$ cat src/cpu_config.svh
`ifndef CPU_CONFIG_SVH
`define CPU_CONFIG_SVH

// Datapath widths
`define CPU_DATA_W      8
`define CPU_INSTR_W     16
`define CPU_ADDR_W      8

// General register file
`define CPU_NUM_REGS    4
`define CPU_REG_SEL_W   2

// Instruction fields
`define CPU_OPCODE_W    4

// T-state sequencing, T0 and T1 fetch, T2 executes
`define CPU_T_STATE_W          2
`define CPU_CYCLES_PER_INSTR   3

`endif

$ cat src/cpuPkg.sv
`include "cpu_config.svh"

package cpuPkg;

    typedef logic [`CPU_DATA_W-1:0]    data_t;
    typedef logic [`CPU_ADDR_W-1:0]    addr_t;
    typedef logic [`CPU_INSTR_W-1:0]   instr_t;
    typedef logic [`CPU_REG_SEL_W-1:0] regSel_t;

    // Unlisted opcodes run as no-ops
    typedef enum logic [`CPU_OPCODE_W-1:0] {
        opAnd = 4'd0,
        opOr  = 4'd1,
        opNot = 4'd2,
        opAdd = 4'd3,
        opSub = 4'd4,
        opBra = 4'd9,
        opMov = 4'd11,
        opLd  = 4'd12,
        opSt  = 4'd13
    } opcode_e;

    typedef enum logic [`CPU_T_STATE_W-1:0] {
        t0 = 2'd0,  // High instruction byte
        t1 = 2'd1,  // Low instruction byte
        t2 = 2'd2   // Execute
    } tState_e;

    typedef enum logic [2:0] {
        aluAnd  = 3'd0,
        aluOr   = 3'd1,
        aluNot  = 3'd2,
        aluAdd  = 3'd3,
        aluSub  = 3'd4,
        aluPass = 3'd5
    } aluOp_e;

    typedef enum logic [1:0] {
        wbAlu = 2'd0,
        wbImm = 2'd1,
        wbMem = 2'd2
    } wbSel_e;

    typedef struct packed {
        logic    regWrite;
        regSel_t writeReg;
        regSel_t readA;
        regSel_t readB;
        aluOp_e  aluOp;
        wbSel_e  wbSel;
        logic    memWrite;
        logic    pcLoad;
    } ctrlWord_t;

endpackage

$ cat src/fetchUnit.sv
`timescale 1ns/10ps
`include "cpu_config.svh"

module fetchUnit (
    input  logic              clock,
    input  logic              arstN,
    input  cpuPkg::ctrlWord_t ctrl,
    input  cpuPkg::data_t     wbData,
    input  cpuPkg::data_t     memRdData,
    output cpuPkg::tState_e   state,
    output cpuPkg::instr_t    instr,
    output cpuPkg::addr_t     memAddr
);

    cpuPkg::addr_t pc;

    always_ff @(posedge clock or negedge arstN) begin
        if (!arstN) begin
            state <= cpuPkg::t0;
        end else begin
            case (state)
                cpuPkg::t0: state <= cpuPkg::t1;
                cpuPkg::t1: state <= cpuPkg::t2;
                default:    state <= cpuPkg::t0;
            endcase
        end
    end

    always_ff @(posedge clock or negedge arstN) begin
        if (!arstN) begin
            pc <= '0;
        end else if (state == cpuPkg::t2) begin
            if (ctrl.pcLoad) begin
                pc <= wbData;  // Branch target
            end
        end else begin
            pc <= pc + 1'b1;  // Wraps at 256
        end
    end

    always_ff @(posedge clock or negedge arstN) begin
        if (!arstN) begin
            instr <= '0;
        end else if (state == cpuPkg::t0) begin
            instr[`CPU_INSTR_W-1 -: `CPU_DATA_W] <= memRdData;
        end else if (state == cpuPkg::t1) begin
            instr[`CPU_DATA_W-1:0] <= memRdData;
        end
    end

    // Execute cycle addresses the operand byte of LD, ST and BRA
    assign memAddr = (state == cpuPkg::t2) ? instr[`CPU_ADDR_W-1:0] : pc;

    stateLegal: assert property (
        @(posedge clock) disable iff (!arstN)
        state inside {cpuPkg::t0, cpuPkg::t1, cpuPkg::t2}
    );

endmodule

$ cat src/decodeUnit.sv
`timescale 1ns/10ps

module decodeUnit (
    input  cpuPkg::tState_e   state,
    input  cpuPkg::instr_t    instr,
    output cpuPkg::ctrlWord_t ctrl,
    output logic              memWrite
);

    cpuPkg::opcode_e opcode;
    logic            directMode;

    assign opcode     = cpuPkg::opcode_e'(instr[15:12]);
    assign directMode = instr[10];

    always_comb begin
        ctrl          = '0;
        ctrl.writeReg = instr[9:8];  // Dst field and LD register share these bits
        ctrl.readA    = instr[5:4];
        ctrl.readB    = instr[1:0];
        ctrl.aluOp    = cpuPkg::aluPass;
        ctrl.wbSel    = cpuPkg::wbAlu;
        if (state == cpuPkg::t2) begin
            case (opcode)
                cpuPkg::opAnd: begin
                    ctrl.aluOp    = cpuPkg::aluAnd;
                    ctrl.regWrite = 1'b1;
                end
                cpuPkg::opOr: begin
                    ctrl.aluOp    = cpuPkg::aluOr;
                    ctrl.regWrite = 1'b1;
                end
                cpuPkg::opNot: begin
                    ctrl.aluOp    = cpuPkg::aluNot;
                    ctrl.regWrite = 1'b1;
                end
                cpuPkg::opAdd: begin
                    ctrl.aluOp    = cpuPkg::aluAdd;
                    ctrl.regWrite = 1'b1;
                end
                cpuPkg::opSub: begin
                    ctrl.aluOp    = cpuPkg::aluSub;
                    ctrl.regWrite = 1'b1;
                end
                cpuPkg::opMov: begin
                    ctrl.regWrite = 1'b1;  // Pass of src1
                end
                cpuPkg::opLd: begin
                    ctrl.wbSel    = directMode ? cpuPkg::wbMem : cpuPkg::wbImm;
                    ctrl.regWrite = 1'b1;
                end
                cpuPkg::opSt: begin
                    ctrl.readB    = instr[9:8];  // Store data on port B
                    ctrl.memWrite = 1'b1;
                end
                cpuPkg::opBra: begin
                    ctrl.wbSel  = directMode ? cpuPkg::wbMem : cpuPkg::wbImm;
                    ctrl.pcLoad = 1'b1;
                end
                default: begin
                end
            endcase
        end
        strobesInT2: assert (state == cpuPkg::t2
            || !(ctrl.regWrite || ctrl.memWrite || ctrl.pcLoad));
    end

    assign memWrite = ctrl.memWrite;

endmodule

$ cat src/registerFile.sv
`timescale 1ns/10ps
`include "cpu_config.svh"

module registerFile (
    input  logic              clock,
    input  logic              arstN,
    input  cpuPkg::ctrlWord_t ctrl,
    input  cpuPkg::data_t     wbData,
    output cpuPkg::data_t     rdDataA,
    output cpuPkg::data_t     rdDataB
);

    cpuPkg::data_t regValue [`CPU_NUM_REGS];

    for (genvar i = 0; i < `CPU_NUM_REGS; i++) begin : genReg
        cpuPkg::data_t value;

        always_ff @(posedge clock or negedge arstN) begin
            if (!arstN) begin
                value <= '0;
            end else if (ctrl.regWrite && ctrl.writeReg == cpuPkg::regSel_t'(i)) begin
                value <= wbData;
            end
        end

        assign regValue[i] = value;
    end

    // Reads see the old value during a write cycle
    assign rdDataA = regValue[ctrl.readA];
    assign rdDataB = regValue[ctrl.readB];

endmodule

$ cat src/executeUnit.sv
`timescale 1ns/10ps

module executeUnit (
    input  cpuPkg::ctrlWord_t ctrl,
    input  cpuPkg::instr_t    instr,
    input  cpuPkg::data_t     rdDataA,
    input  cpuPkg::data_t     rdDataB,
    input  cpuPkg::data_t     memRdData,
    output cpuPkg::data_t     wbData,
    output cpuPkg::data_t     memWrData
);

    cpuPkg::data_t aluResult;

    always_comb begin
        case (ctrl.aluOp)
            cpuPkg::aluAnd: aluResult = rdDataA & rdDataB;
            cpuPkg::aluOr:  aluResult = rdDataA | rdDataB;
            cpuPkg::aluNot: aluResult = ~rdDataA;
            cpuPkg::aluAdd: aluResult = rdDataA + rdDataB;  // Carry dropped
            cpuPkg::aluSub: aluResult = rdDataA - rdDataB;
            default:        aluResult = rdDataA;
        endcase
    end

    always_comb begin
        case (ctrl.wbSel)
            cpuPkg::wbImm: wbData = instr[7:0];
            cpuPkg::wbMem: wbData = memRdData;  // Byte at the IR low address
            default:       wbData = aluResult;
        endcase
    end

    assign memWrData = rdDataB;

endmodule

$ cat src/cpuCore.sv
`timescale 1ns/10ps

module cpuCore (
    input  logic          clock,
    input  logic          arstN,
    input  cpuPkg::data_t memRdData,
    output cpuPkg::addr_t memAddr,
    output cpuPkg::data_t memWrData,
    output logic          memWrite
);

    cpuPkg::ctrlWord_t ctrl;
    cpuPkg::tState_e   state;
    cpuPkg::instr_t    instr;
    cpuPkg::data_t     wbData;
    cpuPkg::data_t     rdDataA;
    cpuPkg::data_t     rdDataB;

    fetchUnit uFetch (
        .clock     (clock),
        .arstN     (arstN),
        .ctrl      (ctrl),
        .wbData    (wbData),
        .memRdData (memRdData),
        .state     (state),
        .instr     (instr),
        .memAddr   (memAddr)
    );

    decodeUnit uDecode (
        .state    (state),
        .instr    (instr),
        .ctrl     (ctrl),
        .memWrite (memWrite)
    );

    registerFile uRegs (
        .clock   (clock),
        .arstN   (arstN),
        .ctrl    (ctrl),
        .wbData  (wbData),
        .rdDataA (rdDataA),
        .rdDataB (rdDataB)
    );

    executeUnit uExec (
        .ctrl      (ctrl),
        .instr     (instr),
        .rdDataA   (rdDataA),
        .rdDataB   (rdDataB),
        .memRdData (memRdData),
        .wbData    (wbData),
        .memWrData (memWrData)
    );

endmodule

$ cat config.mk
export PLATFORM = sky130hd
export DESIGN_NAME = cpuCore
export DESIGN_NICKNAME = d
export VERILOG_FILES = /design/src/cpuPkg.sv /design/src/fetchUnit.sv /design/src/decodeUnit.sv /design/src/registerFile.sv /design/src/executeUnit.sv /design/src/cpuCore.sv
export VERILOG_INCLUDE_DIRS = /design/src
export SDC_FILE = /design/constraint.sdc
export NUM_CORES = 1
export LEC_CHECK = 0
export ABC_AREA = 1
export BUFFER_PORTS_ARGS = -buffer_cell sky130_fd_sc_hd__buf_2
export CAP_MARGIN = 20
export CORE_UTILIZATION = 55
export DETAILED_ROUTE_END_ITERATION = 8
export PLACE_DENSITY = 0.77
export SYNTH_ARGS = -nofsm -noshare
export SYNTH_HDL_FRONTEND = slang
export SYNTH_SLANG_ARGS = --single-unit
$ cat constraint.sdc
create_clock -name clock -period 8.9 [get_ports clock]
set_input_delay 0.89 -clock clock [delete_from_list [all_inputs] [get_ports clock]]
set_output_delay 0.89 -clock clock [all_outputs]
set_load 0.05 [all_outputs]
==> results by group, run 1 <==
Clock network
  • CTS H-tree lvls: 3
  • # resized after CTS: 0
  • Setup bufs post-CTS: 0
  • Bufs on Longest Clock Path: 2
  • Clk sinks: 57
  • CTS Hold Bufs: 0
  • CTS clk-pin slew, worst paths: 80 ps
  • CTS tree: built
  • CTS root buf: clkbuf_8
  • CTS buffer count: 9
  • Clk Latency, worst-skew pair: 350 ps

Logic synthesis
  • Post-synth net total: 606
  • Cells after synthesis: 584
  • Post-synth ARST share: 100.0%
  • Syn avg cell area: 6.963 µm²
  • FF+latch count, synth: 57
  • Yosys Warn Count: 0
  • Post-synth EDFFs: 0
  • Cell variety after synth: 44
  • Mapped Area: 4066 µm²
  • Sequential area share after synthesis: 35.08%
  • Top_reg_cell synth: dfrtp_1

Timing
  • Final worst path period share: 44.33%
  • Tmin final: 3945 ps
  • RSZ-0062 raised after global routing: no
  • Clock Skew: 12.44 ps
  • Final Setup Violations: 0
  • F_max: 253.5 MHz
  • Worst-Margin Slew: 787.1 ps
  • Final Hold Fails: 0
  • TNS Setup: 0 ps
  • Final Max Slew Viols: 0
  • Rel. slew slack: 47.33%

Finish
  • Area grow syn2layout: 10.25%
  • Layout cells sized above 1: 13.92%
  • Fillers: 668
  • Sequential Area: 1426 µm²
  • Most frequent cells in the layout: 167 x nand2_1, 81 x inv_1, 60 x o21ai_0
  • Non-filler cells, final: 714
  • Diode count: 0
  • Final #Nets: 635
  • Commonest non-fill, non-tap cell in the layout: nand2_1
  • Multi-input gate area: 2260 µm²

Routing
  • Vias: 4,088
  • Initial DRC count: 435
  • TritonRoute pass-1 iters: 6
  • DRT antenna net count: 0
  • Avg WL per Cell: 16.09 µm
  • DRC viols: 0
  • Drt via density: 5.725
  • Total Wirelength: 11,490 µm

Global route
  • Global-route wire length before repair: 18,730 µm
  • Vias in the first global route: 3,807
  • Largest net degree at the start of global routing: 58
  • Initial antenna violation count: 0
  • Total gr overflow: 0
  • All-Layer GR Usage: 32.51%

Critical path
  • Family with the most delay on the worst path: simple AND/OR/NAND/NOR gates
  • CP max FO: 25
  • CP cell instances: nor2_8, nand3_1, nand2_2, nand2_1, nand3_2, nand2_2, nor2_1, xor2_1, inv_1, fa_1, nand2_1, inv_1, o21a_1, o21ai_0, nand2_1, a21o_1, o21ai_0, nand4_1, a21oi_1, o21ai_2, nand2_1, nand2_1
  • RR Endpoint: uRegs.genReg[1].value[6]
  • Most used cell along the critical path: nand2_1
  • Crit Path Class: reg -> reg
  • Max incr delay on CP: 460 ps
  • Cells on worst reg2reg path: 22
  • Crit path to: uRegs.genReg[1].value[6]
  • Setup crit end kind: register
  • R2r setup slk: 4960 ps
  • Critical R2R Launch: uFetch.state[0]
  • CP Launch Type: register
  • Worst Path Required: 9140 ps
  • Buf/Inv on CP: 2
  • Worst path depth: 22
  • Crit. Startpoint: uFetch.state[0]
  • Arrival @ worst endpoint: 4180 ps
  • Slowest stage cell, crit path: dfrtp_1

Power
  • PD cells: 248.8 nW/µm²
  • Lkg Pwr: 2.194 nW
  • Max VDD drop: 203.5 µV

Flow run
  • Max_cap viols: 0

Floorplan
  • Die area: 7741 µm²
  • Die width: 87.99 µm
  • Core area: 6982 µm²
  • Site Rows: 30
  • Die Ht: 87.99 µm
  • Io pins: 27
  • Starting Density: 58.24%

Place
  • GP Congestion: 0.9838
  • IO buf count: 26
  • HPWL Detailed: 8686 µm
  • Placed Instances: 698

Status
  • Status: completed

Worst hold path
  • Class of the worst hold path: reg -> reg
## worst min-delay path by stage
stage	from	end	slack, ps	cells past startpoint
floorplan	uRegs.genReg[0].value[7]	uRegs.genReg[0].value[7]	450	2
global route	uRegs.genReg[2].value[7]	uRegs.genReg[2].value[7]	510	2
CTS	uRegs.genReg[2].value[7]	uRegs.genReg[2].value[7]	490	2
detailed placement	uRegs.genReg[2].value[7]	uRegs.genReg[2].value[7]	470	2
global placement	uRegs.genReg[3].value[7]	uRegs.genReg[3].value[7]	470	2
finish	uRegs.genReg[2].value[7]	uRegs.genReg[2].value[7]	480	2
## report_power, final
part	total (W)	internal, W	switching, W
clock network	0.000256	0.000132	0.000125
registers	0.000379	0.000323	0.0000559
logic	0.000480	0.000156	0.000324
## logic make-up (layout without fill, tap and decap cells)
kind of cell / Yosys count / count (layout) / synth area share (%)
XOR/XNOR: 7 / 7 / 1.508
buffers and inverters: 97 / 131 / 9.353
AO/OA/AOI/OAI: 127 / 127 / 18.83
multiplexers: 1 / 1 / 0.2462
adder cells (fa/ha/maj): 12 / 12 / 3.877
AND/OR/NAND/NOR: 283 / 283 / 31.11
flip-flops: 57 / 57 / 35.08
## Yosys cell counts, drive strengths merged (2+ instances only)
library cell	count	area share [%]
nand4	3	0.46
a22oi	4	0.74
buf	4	0.77
a32oi	7	2.0
nor2	35	3.8
xnor2	2	0.43
or2	16	2.5
dfrtp	57	35
a31oi	7	1.1
o21a	3	0.55
clkbuf	7	0.65
o22ai	5	0.77
nand2	176	17
o221ai	4	0.86
a211oi	2	0.37
o21ai	68	8.6
nand3	41	5.8
xor2	5	1.1
ha	11	3.4
inv	85	7.8
a21oi	20	2.5
nor3	10	1.5
o2111ai	2	0.43
o211ai	3	0.55
## metrics by stage
step                total power (W)  hold WS, ps  util [%]  worst slack [ps]  area [µm²]
detailed placement        0.0008553        466.0     61.33              5012        4282
global route               0.001187        507.8     64.21              4473        4483
finish                     0.001116        481.5     64.21              4955        4483
CTS                        0.001110        486.8     64.21              5004        4483
floorplan                 0.0007362        448.9         -              5291        4066
global placement          0.0008451        465.6     61.33              5115        4282
## sequential cells by signal (all words and copies together), names as in the netlist
name,flops
uFetch.instr,15
uRegs.genReg.value,32
uFetch.pc,8
uFetch.state,2
## worst register-to-register path, cell delays in order, from the launching register on
cell and delay, ps:
dfrtp_1 460, nor2_8 320, nand3_1 260, nand2_2 300, nand2_1 110, nand3_2 110
nand2_2 110, nor2_1 130, xor2_1 150, inv_1 80, fa_1 410, nand2_1 70
inv_1 50, o21a_1 170, o21ai_0 210, nand2_1 80, a21o_1 170, o21ai_0 140
nand4_1 90, a21oi_1 170, o21ai_2 120, nand2_1 90, nand2_1 60
## area by class of cell
class,count,share of cell area (%)
clock inverter,7,1.730
sequential,57,31.82
multi-input combinational,430,50.40
timing repair buffer,29,3.405
inverter,86,7.201
clock buffer,9,2.763
tap,96,2.679
## layer usage
metal | wire (µm) | global-route usage, % | up-vias
li1 | - | - | 1978
met1 | 5080 | 43.11 | 1920
met2 | 5408 | 52.92 | 164
met3 | 696 | 5.561 | 26
met4 | 304 | 12.82 | 0
met5 | 0 | 0 | -
Power figures use the tool's default switching activity.
==> inputs of run 2 (changes only) <==
Settings changed: PLACE_DENSITY 0.77 to 0.8.
Clock period 8.9 ns to 3.2 ns, I/O delays scaled along.
==> run 2 against run 1 <==
Effect of this change: the flow now finishes with violations (setup timing); via count up 15%; combinational power rose to 3.6 times the previous value; die area unchanged; design area up 21%; clock-buffer cell count up 2; worst setup slack worse by 5400 ps; first-iteration DRC count down 2.3%; sequential share of layout area down 5.6 points; hold slack worse by 270 ps; flip-flop and latch count unchanged; fmax up 9.5%; clock power rose to 3.3 times the previous value; largest power group unchanged.
==> results by group, run 2 (synthesis gave the netlist of run 1 again) <==
Status
  • Status: finished, violations left (was completed)
  • Failing checks: setup timing

Critical path
  • CP cell instances: inv_2, nor2_8, nand3_4, buf_6, o21ai_4, nand3_1, nand2_2, clkinvlp_4, o21ai_2, xor2_1, ha_1, nand2_1, nor2_1, a211oi_1, nand2_1, or2_1, nand3_1, nand3_1, o21ai_2, nand2_2, nand2_1, o21ai_1 (was nor2_8, nand3_1, nand2_2, nand2_1, nand3_2, nand2_2, nor2_1, xor2_1, inv_1, fa_1, nand2_1, inv_1, o21a_1, o21ai_0, nand2_1, a21o_1, o21ai_0, nand4_1, a21oi_1, o21ai_2, nand2_1, nand2_1)
  • CP Launch Type: register (unchanged)
  • Crit. Startpoint: uFetch.state[1] (was uFetch.state[0])
  • Setup crit end kind: register (unchanged)
  • Arrival @ worst endpoint: 3830 ps (was 4180 ps)
  • Worst Path Required: 3430 ps (was 9140 ps)
  • CP max FO: 6 (was 25)
  • Max incr delay on CP: 370 ps (was 460 ps)
  • Crit Path Class: reg -> reg (unchanged)
  • Buf/Inv on CP: 3 (was 2)
  • Slowest stage cell, crit path: dfrtp_1 (unchanged)
  • R2r setup slk: -400 ps (was 4960 ps)
  • Critical R2R Launch: uFetch.state[1] (was uFetch.state[0])
  • Family with the most delay on the worst path: simple AND/OR/NAND/NOR gates (unchanged)

Clock network
  • CTS buffer count: 9 (unchanged)
  • Clk sinks: 57 (unchanged)
  • Bufs on Longest Clock Path: 2 (unchanged)
  • CTS root buf: clkbuf_8 (unchanged)
  • CTS tree: built (unchanged)
  • CTS clk-pin slew, worst paths: 70 ps (was 80 ps)
  • Clk Latency, worst-skew pair: 340 ps (was 350 ps)
  • CTS H-tree lvls: 3 (unchanged)

Timing
  • Final Worst Setup Slack: -403.7 ps (was 4955 ps)
  • Final Max Slew Viols: 0 (unchanged)
  • Clock Skew: 10.94 ps (was 12.44 ps)
  • Final Setup Violations: 30 (was 0)
  • Rel. slew slack: 48.63% (was 47.33%)
  • Tmin final: 3604 ps (was 3945 ps)
  • F_max: 277.5 MHz (was 253.5 MHz)
  • RSZ-0062 raised after global routing: yes (was no)
  • Final worst path period share: 112.6% (was 44.33%)
  • Worst-Margin Slew: 767.7 ps (was 787.1 ps)
  • Final Hold Fails: 0 (unchanged)

Routing
  • Total Wirelength: 13,960 µm (was 11,490 µm)
  • TritonRoute pass-1 iters: 8 (was 6)
  • Avg WL per Cell: 17.34 µm (was 16.09 µm)
  • DRT antenna net count: 0 (unchanged)
  • DRC viols: 0 (unchanged)
  • Vias: 4,703 (was 4,088)
  • Drt via density: 5.842 (was 5.725)
  • Initial DRC count: 425 (was 435)

Global route
  • Total gr overflow: 0 (unchanged)
  • All-Layer GR Usage: 36.92% (was 32.51%)
  • Vias in the first global route: 4,448 (was 3,807)
  • Global-route wire length before repair: 21,290 µm (was 18,730 µm)
  • Initial antenna violation count: 0 (unchanged)
  • Largest net degree at the start of global routing: 51 (was 58)

Finish
  • Non-filler cells, final: 805 (was 714)
  • Most frequent cells in the layout: 150 x nand2_1, 86 x buf_4, 77 x inv_1 (was 167 x nand2_1, 81 x inv_1, 60 x o21ai_0)
  • Commonest non-fill, non-tap cell in the layout: nand2_1 (unchanged)
  • Diode count: 0 (unchanged)
  • Area grow syn2layout: 33.94% (was 10.25%)
  • Top flop regs: uRegs.genReg.value: 32 flops, uFetch.instr: 15 flops, uFetch.pc: 8 flops (unchanged)
  • Layout cells sized above 1: 30.89% (was 13.92%)
  • Design area: 5446 µm² (was 4483 µm²)
  • Fillers: 526 (was 668)
  • Largest register FFs: 32 (unchanged)
  • Largest Register: uRegs.genReg.value (unchanged)
  • Final #Nets: 726 (was 635)

Power
  • Max VDD drop: 636.3 µV (was 203.5 µV)
  • PD cells: 666.2 nW/µm² (was 248.8 nW/µm²)
  • Overall Power: 0.003628 W (was 0.001116 W)
  • Lkg Pwr: 2.685 nW (was 2.194 nW)

Floorplan
  • Die Ht: 87.99 µm (unchanged)
  • Die width: 87.99 µm (unchanged)
  • Starting Density: 58.24% (unchanged)
  • Core area: 6982 µm² (unchanged)
  • Io pins: 27 (unchanged)
  • Site Rows: 30 (unchanged)
  • Die area: 7741 µm² (unchanged)

Place
  • HPWL Detailed: 9783 µm (was 8686 µm)
  • IO buf count: 26 (unchanged)
  • Dpl ws: -348.6 ps (was 5012 ps)
  • Placed Instances: 764 (was 698)
  • Placed Area: 4805 µm² (was 4282 µm²)
  • GP Congestion: 0.9814 (was 0.9838)

Worst hold path
  • Hold path startpoint: memRdData[2] (was uRegs.genReg[2].value[7])
  • Class of the worst hold path: in -> reg (was reg -> reg)

Flow run
  • Max_cap viols: 0 (unchanged)
## run 2: changes by cell type in the layout (fill, tap and decap cells not counted), sizes merged
| cell | previous run | this run |
|---|---|---|
| inv | 87 | 83 |
| dlygate4sd3 | 0 | 1 |
| clkinv | 4 | 2 |
| clkbuf | 9 | 11 |
| bufinv | 1 | 3 |
| clkinvlp | 1 | 3 |
| buf | 29 | 119 |
## run 2: final timing paths
path	depth (start not counted)	end
max in group asynchronous	4	uFetch.pc[4]
hold / removal	3	uFetch.instr[10]
hold reg to reg	2	uRegs.genReg[1].value[7]
min in group asynchronous	2	uRegs.genReg[3].value[0]
setup reg to reg	22	uRegs.genReg[0].value[5]
setup / recovery	22	uRegs.genReg[0].value[5]
## run 2: cell type report
class                      instances  area (µm²)  share of cell area, %
clock buffer                      11       141.4                  2.596
clock inverter                     5       102.6                  1.884
inverter                          86       330.3                  6.065
multi-input combinational        430        2450                  44.98
sequential                        57        1429                  26.23
tap                               96       120.1                  2.205
timing repair buffer             120       873.3                  16.03
## run 2: through the flow
stage	util [%]	hold WS [ps]	TNS, ps
2_1_floorplan	-	24.41	-1593
3_3_place_gp	68.82	466.6	-2821
3_5_place_dp	68.82	466.8	-4879
4_1_cts	75.75	207.9	-3096
5_1_grt	78.01	212.2	-12360
6_report	78.01	206.9	-6995
## run 2: worst register-to-register path: stages, from the launching register on
cell	delay, ps
dfrtp_1	370
inv_2	90
nor2_8	160
nand3_4	150
buf_6	160
o21ai_4	260
nand3_1	140
nand2_2	120
clkinvlp_4	130
o21ai_2	140
xor2_1	160
ha_1	260
nand2_1	100
nor2_1	50
a211oi_1	200
nand2_1	150
or2_1	250
nand3_1	70
nand3_1	90
o21ai_2	210
nand2_2	120
nand2_1	70
o21ai_1	60
## run 2: power breakdown
part | switching, W | leakage [nW] | internal, W
combinational | 0.00105 | 1.88 | 0.000668
clock | 0.000314 | 0.120 | 0.000538
sequential | 0.000158 | 0.682 | 0.000900
total | 0.00152 | 2.69 | 0.00211
## run 2: timing repair
action | CTS | global route
pin swaps | 18 | 26
resized for setup | 30 | 28
hold endpoints to repair | 0 | 9
endpoints found under the setup margin | 23 | 37
hold buffers | 0 | 1
setup buffers | 16 | 7
## run 2: layer usage
metal,track usage [%],up-vias,part of all wire [%]
li1,-,2170,-
met3,9.142,69,7.9
met5,0,-,0
met4,16.99,0,4.7
met2,62.51,248,48
met1,44.19,2216,39
